File: src/board_pkg.sv
package board_pkg;

    // Bus widths
    localparam int joy_w       = 16;   // Board joystick word
    localparam int game_joy_w  = 10;   // Game side joystick
    localparam int status_w    = 32;   // OSD status word
    localparam int out_color_w = 8;    // Colour per channel at the output
    localparam int gfx_w       = 4;    // Graphics layers with an enable

    // Joystick word map, before the three-button offset
    localparam int start1_base = 6;
    localparam int start2_base = 7;
    localparam int coin_base   = 8;
    localparam int pause_base  = 9;

    // OSD status word map
    localparam int st_rotate = 2;
    localparam int st_test   = 10;
    localparam int st_pause  = 11;
    localparam int st_flip   = 12;
    localparam int st_fx_lo  = 13;    // Two bits wide

endpackage

File: src/board_ctrl.sv
module board_ctrl #(
    parameter int rst_cnt_w = 8
) (
    input  logic                        clk_sys,
    input  logic                        rst,
    input  logic                        downloading,
    input  logic                        rst_req,
    input  logic                        dip_flip,
    input  logic                        key_reset,
    input  logic                        key_pause,
    input  logic                        joy_pause,
    input  logic [board_pkg::gfx_w-1:0] key_gfx,
    output logic                        board_rst,
    output logic                        board_rst_n,
    output logic                        game_rst,
    output logic                        game_rst_n,
    output logic                        game_pause,
    output logic [board_pkg::gfx_w-1:0] gfx_en
);

    // Two reset lanes share the same counter logic
    // Lane 0 is the board reset, lane 1 the game reset
    logic [1:0]           rst_trig;
    logic [1:0]           rst_q;
    logic [1:0]           pre_rst_n;
    logic [1:0]           rst_n_q;
    logic [rst_cnt_w-1:0] rst_cnt [2];

    logic                        last_flip;
    logic                        last_reset;
    logic                        last_pause;
    logic                        last_joy_pause;
    logic [board_pkg::gfx_w-1:0] last_gfx;
    logic                        soft_rst;
    logic                        flip_chg;

    assign flip_chg    = last_flip != dip_flip;   // Any flip change restarts the game
    assign rst_trig[0] = rst;
    assign rst_trig[1] = rst | rst_q[0] | downloading | rst_req | flip_chg | soft_rst;

    // Hold counters, restarted by their trigger
    always_ff @(posedge clk_sys) begin
        for (int i = 0; i < 2; i++) begin
            if (rst_trig[i]) begin
                rst_cnt[i] <= '0;
                rst_q[i]   <= 1'b1;
            end else if (rst_cnt[i] != '1) begin
                rst_cnt[i] <= rst_cnt[i] + 1'b1;
                rst_q[i]   <= 1'b1;
            end else begin
                rst_q[i] <= 1'b0;
            end
        end
    end

    // Active-low copies, released two cycles after the reset ends
    always_ff @(posedge clk_sys) begin
        for (int i = 0; i < 2; i++) begin
            if (rst_trig[i] || rst_q[i]) begin
                pre_rst_n[i] <= 1'b0;
                rst_n_q[i]   <= 1'b0;
            end else begin
                pre_rst_n[i] <= 1'b1;
                rst_n_q[i]   <= pre_rst_n[i];
            end
        end
    end

    assign board_rst   = rst_q[0];
    assign game_rst    = rst_q[1];
    assign board_rst_n = rst_n_q[0];
    assign game_rst_n  = rst_n_q[1];

    always_ff @(posedge clk_sys) begin
        last_flip      <= dip_flip;
        last_reset     <= key_reset;
        last_pause     <= key_pause;
        last_joy_pause <= joy_pause;
        last_gfx       <= key_gfx;
        if (board_rst) begin
            game_pause <= 1'b0;
            gfx_en     <= '1;        // All layers on
            soft_rst   <= 1'b0;
        end else begin
            soft_rst <= key_reset & ~last_reset;
            if ((key_pause && !last_pause) || (joy_pause && !last_joy_pause))
                game_pause <= ~game_pause;
            gfx_en <= gfx_en ^ (key_gfx & ~last_gfx);   // Flip only on rising keys
        end
    end

endmodule

File: src/input_mapper.sv
module input_mapper #(
    parameter int three_buttons = 0,
    parameter bit active_low    = 1'b1
) (
    input  logic                             clk_sys,
    input  logic                             board_rst,
    input  logic [board_pkg::joy_w-1:0]      board_joystick1,
    input  logic [board_pkg::joy_w-1:0]      board_joystick2,
    input  logic [board_pkg::game_joy_w-1:0] key_joy1,
    input  logic [board_pkg::game_joy_w-1:0] key_joy2,
    input  logic [1:0]                       key_start,
    input  logic [1:0]                       key_coin,
    input  logic                             key_service,
    input  logic                             rot_control,
    output logic [board_pkg::game_joy_w-1:0] game_joystick1,
    output logic [board_pkg::game_joy_w-1:0] game_joystick2,
    output logic [1:0]                       game_coin,
    output logic [1:0]                       game_start,
    output logic                             game_service,
    output logic                             joy_pause
);

    localparam int gjw        = board_pkg::game_joy_w;
    localparam int start1_bit = board_pkg::start1_base + three_buttons;
    localparam int start2_bit = board_pkg::start2_base + three_buttons;
    localparam int coin_bit   = board_pkg::coin_base + three_buttons;
    localparam int pause_bit  = board_pkg::pause_base + three_buttons;

    logic [board_pkg::joy_w-1:0] joy1_sync;
    logic [board_pkg::joy_w-1:0] joy2_sync;
    logic [gjw-1:0]              key_joy1_sync;
    logic [gjw-1:0]              key_joy2_sync;
    logic [1:0]                  key_start_sync;
    logic [1:0]                  key_coin_sync;
    logic                        key_service_sync;

    // Direction swap for rotated screens, buttons untouched
    function automatic logic [gjw-1:0] rotate_dirs(input logic [gjw-1:0] joy,
                                                   input logic rot);
        logic [gjw-1:0] res;
        res = joy;
        if (rot)
            res[3:0] = {joy[0], joy[1], joy[3], joy[2]};
        return res;
    endfunction

    always_ff @(posedge clk_sys) begin
        joy1_sync        <= board_joystick1;
        joy2_sync        <= board_joystick2;
        key_joy1_sync    <= key_joy1;
        key_joy2_sync    <= key_joy2;
        key_start_sync   <= key_start;
        key_coin_sync    <= key_coin;
        key_service_sync <= key_service;
    end

    assign joy_pause = joy1_sync[pause_bit] | joy2_sync[pause_bit];

    always_ff @(posedge clk_sys) begin
        if (board_rst) begin
            game_joystick1 <= {gjw{active_low}};   // Inactive level
            game_joystick2 <= {gjw{active_low}};
            game_coin      <= {2{active_low}};
            game_start     <= {2{active_low}};
            game_service   <= active_low;
        end else begin
            game_joystick1 <= {gjw{active_low}} ^
                rotate_dirs(joy1_sync[gjw-1:0] | key_joy1_sync, rot_control);
            game_joystick2 <= {gjw{active_low}} ^
                rotate_dirs(joy2_sync[gjw-1:0] | key_joy2_sync, rot_control);
            game_coin      <= {2{active_low}} ^
                ({joy2_sync[coin_bit], joy1_sync[coin_bit]} | key_coin_sync);
            // Either stick can start either player
            game_start     <= {2{active_low}} ^
                ({joy1_sync[start2_bit], joy1_sync[start1_bit]} |
                 {joy2_sync[start2_bit], joy2_sync[start1_bit]} | key_start_sync);
            game_service   <= active_low ^ key_service_sync;
        end
    end

endmodule

File: src/dip_decode.sv
module dip_decode (
    input  logic                           clk_sys,
    input  logic [board_pkg::status_w-1:0] status,
    input  logic                           game_pause,
    output logic                           rot_control,
    output logic                           dip_test,
    output logic                           dip_flip,
    output logic                           dip_pause,
    output logic [1:0]                     dip_fxlevel
);

    logic pause_req;

    // Either the pause key state or the OSD setting stops the game
    assign pause_req = game_pause | status[board_pkg::st_pause];

    always_ff @(posedge clk_sys) begin
        rot_control <= status[board_pkg::st_rotate];
        dip_test    <= status[board_pkg::st_test];
        dip_flip    <= status[board_pkg::st_flip];     // Change here resets the game
        dip_fxlevel <= status[board_pkg::st_fx_lo +: 2];
        dip_pause   <= ~pause_req;                     // Active low
    end

endmodule

File: src/video_expand.sv
module video_expand #(
    parameter int color_w = 4
) (
    input  logic                              clk_sys,
    input  logic                              board_rst,
    input  logic                              pxl_cen,
    input  logic [color_w-1:0]                game_r,
    input  logic [color_w-1:0]                game_g,
    input  logic [color_w-1:0]                game_b,
    input  logic                              lhbl,
    input  logic                              lvbl,
    input  logic                              hs,
    input  logic                              vs,
    output logic [board_pkg::out_color_w-1:0] video_r,
    output logic [board_pkg::out_color_w-1:0] video_g,
    output logic [board_pkg::out_color_w-1:0] video_b,
    output logic                              video_hs,
    output logic                              video_vs,
    output logic                              video_de
);

    localparam int ow = board_pkg::out_color_w;

    logic de_in;

    // Repeat the colour bits from the top until the channel is full
    function automatic logic [ow-1:0] widen(input logic [color_w-1:0] c);
        logic [ow-1:0] w;
        for (int i = 0; i < ow; i++)
            w[ow-1-i] = c[color_w-1-(i % color_w)];
        return w;
    endfunction

    assign de_in = lhbl & lvbl;

    always_ff @(posedge clk_sys) begin
        if (board_rst) begin
            video_r  <= '0;
            video_g  <= '0;
            video_b  <= '0;
            video_de <= 1'b0;
        end else if (pxl_cen) begin
            video_de <= de_in;
            video_r  <= de_in ? widen(game_r) : '0;   // Black in blanking
            video_g  <= de_in ? widen(game_g) : '0;
            video_b  <= de_in ? widen(game_b) : '0;
        end
    end

    // Syncs just follow the pixel enable
    always_ff @(posedge clk_sys) begin
        if (pxl_cen) begin
            video_hs <= hs;
            video_vs <= vs;
        end
    end

endmodule

File: src/board_top.sv
module board_top #(
    parameter int rst_cnt_w     = 8,
    parameter int three_buttons = 0,
    parameter bit active_low    = 1'b1,
    parameter int color_w       = 4
) (
    input  logic                              clk_sys,
    input  logic                              rst,
    input  logic                              downloading,
    input  logic                              rst_req,
    input  logic                              key_reset,
    input  logic                              key_pause,
    input  logic [board_pkg::gfx_w-1:0]       key_gfx,
    input  logic [board_pkg::joy_w-1:0]       board_joystick1,
    input  logic [board_pkg::joy_w-1:0]       board_joystick2,
    input  logic [board_pkg::game_joy_w-1:0]  key_joy1,
    input  logic [board_pkg::game_joy_w-1:0]  key_joy2,
    input  logic [1:0]                        key_start,
    input  logic [1:0]                        key_coin,
    input  logic                              key_service,
    input  logic [board_pkg::status_w-1:0]    status,
    input  logic                              pxl_cen,
    input  logic [color_w-1:0]                game_r,
    input  logic [color_w-1:0]                game_g,
    input  logic [color_w-1:0]                game_b,
    input  logic                              lhbl,
    input  logic                              lvbl,
    input  logic                              hs,
    input  logic                              vs,
    output logic                              board_rst,
    output logic                              board_rst_n,
    output logic                              game_rst,
    output logic                              game_rst_n,
    output logic                              game_pause,
    output logic [board_pkg::gfx_w-1:0]       gfx_en,
    output logic [board_pkg::game_joy_w-1:0]  game_joystick1,
    output logic [board_pkg::game_joy_w-1:0]  game_joystick2,
    output logic [1:0]                        game_coin,
    output logic [1:0]                        game_start,
    output logic                              game_service,
    output logic                              dip_test,
    output logic                              dip_flip,
    output logic                              dip_pause,
    output logic [1:0]                        dip_fxlevel,
    output logic [board_pkg::out_color_w-1:0] video_r,
    output logic [board_pkg::out_color_w-1:0] video_g,
    output logic [board_pkg::out_color_w-1:0] video_b,
    output logic                              video_hs,
    output logic                              video_vs,
    output logic                              video_de
);

    logic rot_control;
    logic joy_pause;    // Raw pause request from the sticks

    board_ctrl #(.rst_cnt_w(rst_cnt_w)) u_ctrl (
        .clk_sys     ( clk_sys     ),
        .rst         ( rst         ),
        .downloading ( downloading ),
        .rst_req     ( rst_req     ),
        .dip_flip    ( dip_flip    ),
        .key_reset   ( key_reset   ),
        .key_pause   ( key_pause   ),
        .joy_pause   ( joy_pause   ),
        .key_gfx     ( key_gfx     ),
        .board_rst   ( board_rst   ),
        .board_rst_n ( board_rst_n ),
        .game_rst    ( game_rst    ),
        .game_rst_n  ( game_rst_n  ),
        .game_pause  ( game_pause  ),
        .gfx_en      ( gfx_en      )
    );

    input_mapper #(
        .three_buttons ( three_buttons ),
        .active_low    ( active_low    )
    ) u_inputs (
        .clk_sys         ( clk_sys         ),
        .board_rst       ( board_rst       ),
        .board_joystick1 ( board_joystick1 ),
        .board_joystick2 ( board_joystick2 ),
        .key_joy1        ( key_joy1        ),
        .key_joy2        ( key_joy2        ),
        .key_start       ( key_start       ),
        .key_coin        ( key_coin        ),
        .key_service     ( key_service     ),
        .rot_control     ( rot_control     ),
        .game_joystick1  ( game_joystick1  ),
        .game_joystick2  ( game_joystick2  ),
        .game_coin       ( game_coin       ),
        .game_start      ( game_start      ),
        .game_service    ( game_service    ),
        .joy_pause       ( joy_pause       )
    );

    dip_decode u_dip (
        .clk_sys     ( clk_sys     ),
        .status      ( status      ),
        .game_pause  ( game_pause  ),
        .rot_control ( rot_control ),
        .dip_test    ( dip_test    ),
        .dip_flip    ( dip_flip    ),
        .dip_pause   ( dip_pause   ),
        .dip_fxlevel ( dip_fxlevel )
    );

    video_expand #(.color_w(color_w)) u_video (
        .clk_sys   ( clk_sys   ),
        .board_rst ( board_rst ),
        .pxl_cen   ( pxl_cen   ),
        .game_r    ( game_r    ),
        .game_g    ( game_g    ),
        .game_b    ( game_b    ),
        .lhbl      ( lhbl      ),
        .lvbl      ( lvbl      ),
        .hs        ( hs        ),
        .vs        ( vs        ),
        .video_r   ( video_r   ),
        .video_g   ( video_g   ),
        .video_b   ( video_b   ),
        .video_hs  ( video_hs  ),
        .video_vs  ( video_vs  ),
        .video_de  ( video_de  )
    );

endmodule

File: config.mk
export PLATFORM = sky130hd
export DESIGN_NAME = board_top
export DESIGN_NICKNAME = d
export VERILOG_FILES = /design/src/board_pkg.sv /design/src/board_ctrl.sv /design/src/input_mapper.sv /design/src/dip_decode.sv /design/src/video_expand.sv /design/src/board_top.sv
export SDC_FILE = /design/constraint.sdc
export NUM_CORES = 1
export LEC_CHECK = 0
export BUFFER_PORTS_ARGS = -buffer_cell sky130_fd_sc_hd__buf_2
export CAP_MARGIN = 20
export CORE_ASPECT_RATIO = 1.1
export CORE_MARGIN = 4
export CORE_UTILIZATION = 40
export CTS_BUF_LIST = sky130_fd_sc_hd__clkbuf_16
export DETAILED_ROUTE_END_ITERATION = 8
export GPL_ROUTABILITY_DRIVEN = 1
export PLACE_DENSITY = 0.7
export SLEW_MARGIN = 20
export SYNTH_ARGS = -nofsm -noshare
export SYNTH_HDL_FRONTEND = slang
export SYNTH_HIERARCHICAL = 1
export SYNTH_SLANG_ARGS = --single-unit
export TNS_END_PERCENT = 1
File: constraint.sdc
create_clock -name clk_sys -period 2.12 [get_ports clk_sys]
set_clock_uncertainty 0.15 [all_clocks]
set_input_delay 0.106 -clock clk_sys [delete_from_list [all_inputs] [get_ports clk_sys]]
set_output_delay 0.106 -clock clk_sys [all_outputs]
set_load 0.1 [all_outputs]
== Word-level counts from Yosys, hierarchy flattened ==
Memories as Yosys holds them, arrays and structs flattened.
Cells that the tools add are included.

* Eq/ne operators: 3
* Mux-type cells: 21
* Reduce and logical (&&, ||, !) cells: 7
* Bitwise gates (word level): 27
* Add/sub/neg operators: 2

{| class="wikitable"
|+ Operators by type and width
! cell !! count
|-
| two-way mux 8 bit || 5
|-
| inverter 10 bit || 2
|-
| OR 10 bit || 2
|-
| adder 8 x 1 -> 8 bit, second input constant || 2
|-
| two-way mux 4 bit || 4
|-
| != test 8 bit, second input constant || 2
|-
| two-way mux 1 bit || 12
|-
| OR 1 bit || 9
|-
| OR 2 bit || 3
|-
| AND 4 bit || 1
|-
| inverter 1 bit || 4
|-
| inverter 2 bit || 2
|-
| inverter 4 bit || 1
|-
| XOR 4 bit || 1
|-
| logical OR 1 bit || 3
|-
| AND 1 bit || 2
|-
| logical AND 1 bit || 2
|-
| logical NOT 1 bit || 2
|-
| != test 1 bit || 1
|}

* Output and inout bits: 66
* Memory bits (writable): 16
* Register bits after elaboration: 123
* Logic and storage cells: 97
* Input bits: 116
* Memories kept: 1

{| class="wikitable"
|+ Memories
! memory !! depth !! width !! read ports !! clocked after memory_dff !! write ports !! line !! RTL
|-
| u_ctrl.rst_cnt || 2 || 8 || 2 || 0 || 2 || board_ctrl.sv:27 || <nowiki>logic [rst_cnt_w-1:0] rst_cnt [2];</nowiki>
|}

== Depth between registers and ports, before layout ==
* Word-level depth: 8
* Depth in mapped cells: 4
* Depth with buffers taken out: 4

== By module ==
The synthesis kept the hierarchy.

{| class="wikitable"
|+ Modules (own cells, without submodules)
! module !! seq. area each (um2) !! instances !! cells each !! area each (um2)
|-
| input_mapper || 1401.3 || 1 || 110 || 1676.6
|-
| board_ctrl || 880.8 || 1 || 121 || 1398.8
|-
| video_expand || 320.3 || 1 || 71 || 689.4
|-
| dip_decode || 120.1 || 1 || 7 || 123.9
|}

== Worst setup path before layout ==
Ideal clock, no wire load.

* Path type: register to register
* From: reg u_ctrl.rst_q[0]
* To: mem u_ctrl.rst_cnt[1][2] (data pin)
* Library setup time: 0.273 ns
* Data arrival time: 1.858 ns
* Slack: -0.161 ns
* Required time: 1.697 ns
* Period minus slack after synthesis: 2.281 ns
* Stages on the path, launching flop included: 5
* Cell sequence: dfxtp_1 > nor2_1 > nand3_1 > clkbuf_1 > nor3_1

{| class="wikitable"
|+ RTL lines
! item !! line !! RTL
|-
| start: declaration || board_ctrl.sv:24 || <nowiki>logic [1:0] rst_q;</nowiki>
|-
| start signal: indexed assignment || board_ctrl.sv:46 || <nowiki>rst_q[i] <= 1'b1;</nowiki>
|-
| start signal: indexed assignment || board_ctrl.sv:49 || <nowiki>rst_q[i] <= 1'b1;</nowiki>
|-
| start signal: indexed assignment || board_ctrl.sv:51 || <nowiki>rst_q[i] <= 1'b0;</nowiki>
|-
| end: declaration || board_ctrl.sv:27 ||
|}

== Worst setup path after layout ==
* From: reg u_ctrl.rst_q[0]
* To: out board_rst

{| class="wikitable"
|+ RTL lines
! item !! line !! RTL
|-
| end: declaration || board_top.sv:30 || <nowiki>output logic board_rst,</nowiki>
|}

No word-level cell between the ends.

==> key figures <==
Status
  • Status: completed

Flow run
  • Max-Cap Viols: 0

Min path
  • Worst min-delay path class: primary input to flop
  • Endpoint, Worst Hold: u_ctrl/pre_rst_n[1]
  • Cell depth of the worst hold path: 5
  • Hold path start: rst_req

Floorplanning
  • Initial Utilization: 41.2%
  • IO Pins: 182
  • Core area: 9440 um2
  • Row cnt: 37
  • Die Y: 111 um
  • Die area: 11400 um2
  • Die W: 102 um

Route
  • Router iterations before antenna repair: 5
  • Vias per cell: 4.60
  • Wire per inst: 14.2 um
  • DRT iter0 DRCs: 130
  • Antenna Violating Nets Remaining: 0
  • Total number of vias: 3091
  • WL final: 9.57 mm
  • DRC errors left: 0

Placement
  • GPL Wtd Cong: 0.708
  • Detailed Place HPWL: 5.67 mm
  • PortBufs: 143

Timing
  • Actual slew at the worst max-slew pin: 0.491 ns
  • RSZ-0062 raised after global routing: no
  • TNS Setup: 0 ns
  • Final setup fails: 0
  • Final Cycle Share: 88.3%
  • Final Critical Period: 1.87 ns
  • Max Fclk: 0.534 GHz
  • Final Hold Fails: 0
  • Max-slew headroom: 67.2%
  • Slew Viols, Final: 0

Worst setup path
  • Setup crit end kind: output port
  • CP Cell Sequence: buf_4, buf_2
  • Buf/Inv on CP: 2
  • CP Launch Type: flop
  • Crit path arrival time: 1.62 ns
  • Flop-to-flop setup slack: 0.42 ns
  • Slowest cell delay on critical path: 0.47 ns
  • Critical R2R Capture: u_ctrl/rst_cnt[1][6]
  • Critical path class: flop to output port
  • Reg2Reg Depth: 4
  • Slowest CP cell: buf_2
  • Reg-to-reg startpoint: u_ctrl/rst_cnt[1][0]
  • CP max FO: 15
  • Delay-heaviest family, CP: buffers and inverters
  • Critical path data required time: 1.86 ns

GRT
  • Pin count of the biggest net entering global routing: 29
  • Antenna violations before repair: 0
  • First-pass GRT wire length: 15.7 mm
  • Vias in the first global route: 3366
  • Grt total ovfl: 0
  • GRT Util Overall: 17.9%

Yosys
  • Syn Inst Count: 309
  • Largest family of logic cells by synthesized area: simple AND/OR/NAND/NOR gates
  • Simple-gate portion of the synthesized area: 14.5%
  • Syn Nets: 427
  • Syn avg cell area: 12.6 um2
  • Synth Area in Compound Gates: 8.01%
  • #FFs+latches synth: 127
  • Ys flop type: dfxtp_1
  • Synth Area in Adders: 0.644%
  • EDFF count, synth: 18
  • Multiplexer share of the synthesized area: 0%
  • Async SR Flop Fraction: 0%
  • Synth Area in XOR/XNOR: 2.48%
  • Count of unique library cells instantiated by Yosys: 31
  • Netlist Area Pre-Place: 3890 um2
  • Yosys warns: 6
  • Register area share after synthesis: 70.0%

Clock network
  • Post-CTS Setup Bufs: 0
  • TritonCTS Sinks: 127
  • Cts bufs inserted: 17
  • H-tree level count: 4
  • Root Driver: clkbuf_16
  • Clock buffer depth: 2
  • Post-CTS Resized: 0
  • CTS tree: yes
  • Clk slew on worst S/H paths: 0.05 ns
  • CTS hold repair buffers: 87
  • Clk Latency, worst-skew pair: 0.40 ns

Layout
  • Area of the multi-input gates: 997 um2
  • Reg area: 2720 um2
  • Layout Nets: 660
  • Layout cells sized above 1: 34.2%
  • Antenna diodes: 0
  • Synth-to-Final Area Change: 56.2%
  • Commonest non-fill, non-tap cell in the layout: buf_2
  • Most frequent cells in the layout: buf_2 (143), dfxtp_1 (108), dlygate4sd3_1 (87)
  • Fill cells: 705

Power
  • Worst vdd ir: 0.649 mV
  • Pwr per Cell Area: 926 nW/um2
  • Pwr Total: 0.00563 W
  • Leakage: 2.54 nW
-- power breakdown --
part	switching [W]	internal, W	total, W	leakage [nW]
clock network	0.00102	0.00175	0.00277	0.293
logic	0.000143	0.000179	0.000321	1.13
registers	0.0000255	0.00251	0.00253	1.12
-- metal layers --
metal  vias to the layer above  part of all wire (%)  GRT usage, %
li1                       1532                     -             -
met4                         0                   2.6          8.31
met2                       100                    55          32.7
met3                        20                   5.2          5.70
met1                      1439                    37          18.0
met5                         -                     0             0
-- metrics by stage --
step                area [um2]  utilization, %  worst slack, ns  hold slack [ns]  std cells
CTS                       6070            64.3            0.213           0.0234        672
global route              6070            64.3            0.130           0.0874        672
detailed placement        4620            48.9            0.435           0.0596        553
floorplan                 3890               -           0.0873          -0.0163        309
global placement          4620            48.9            0.469           0.0584        553
finish                    6070            64.3            0.248           0.0342        672
-- worst max path at each step --
stage          cells after the start                 start              endpoint
6_report                           2       u_ctrl/rst_q[0]             board_rst
5_1_grt                            2       u_ctrl/rst_q[0]             board_rst
4_1_cts                            2       u_ctrl/rst_q[0]             board_rst
3_5_place_dp                       4  u_ctrl/rst_cnt[1][0]  u_ctrl/rst_cnt[1][0]
3_3_place_gp                       4  u_ctrl/rst_cnt[1][0]  u_ctrl/rst_cnt[1][2]
2_1_floorplan                      4        u_dip/dip_flip  u_ctrl/rst_cnt[1][2]
-- area by class of cell --
cell class,count,area share [%]
sequential,127,44.8
inverter,2,0.124
multi-input combinational,160,16.4
timing repair buffer,234,26.6
clock buffer,19,7.83
tap,117,2.41
clock inverter,13,1.75
-- sequential cells by signal (all words and copies together), names as in the netlist, 10 cells and up --
signal / count
u_inputs/joy1_sync: 10
u_inputs/game_joystick1: 10
u_inputs/key_joy1_sync: 10
u_inputs/key_joy2_sync: 10
u_inputs/game_joystick2: 10
u_inputs/joy2_sync: 10
u_ctrl/rst_cnt: 16
-- worst min-delay path, stage by stage --
cell     delay (ns)
buf_2          0.08
nor3_1         0.04
nand3_1        0.08
buf_4          0.17
nor2_1         0.05
-- cell usage after synthesis, types with 7 or more instances --
library cell | number | area, um2
dfxtp_1 | 109 | 2180
a22oi_1 | 8 | 60.1
or2_2 | 11 | 68.8
xnor2_1 | 7 | 61.3
a21oi_1 | 16 | 80.1
nor2_1 | 11 | 41.3
nand3_1 | 12 | 60.1
or3_1 | 8 | 50.1
buf_4 | 12 | 90.1
nand2b_1 | 22 | 138
nand4_1 | 14 | 87.6
nor3_1 | 7 | 35.0
o21bai_1 | 15 | 113
edfxtp_1 | 18 | 541
-- logic make-up after synthesis --
kind of cell,after synthesis
AOI/OAI and AO/OA,48
and+or+nand+nor,99
DFF,127
xor gates and xnor gates,11
buffers and inverters,22
adders and majority gates,2
(Power assumes the default switching activity.)
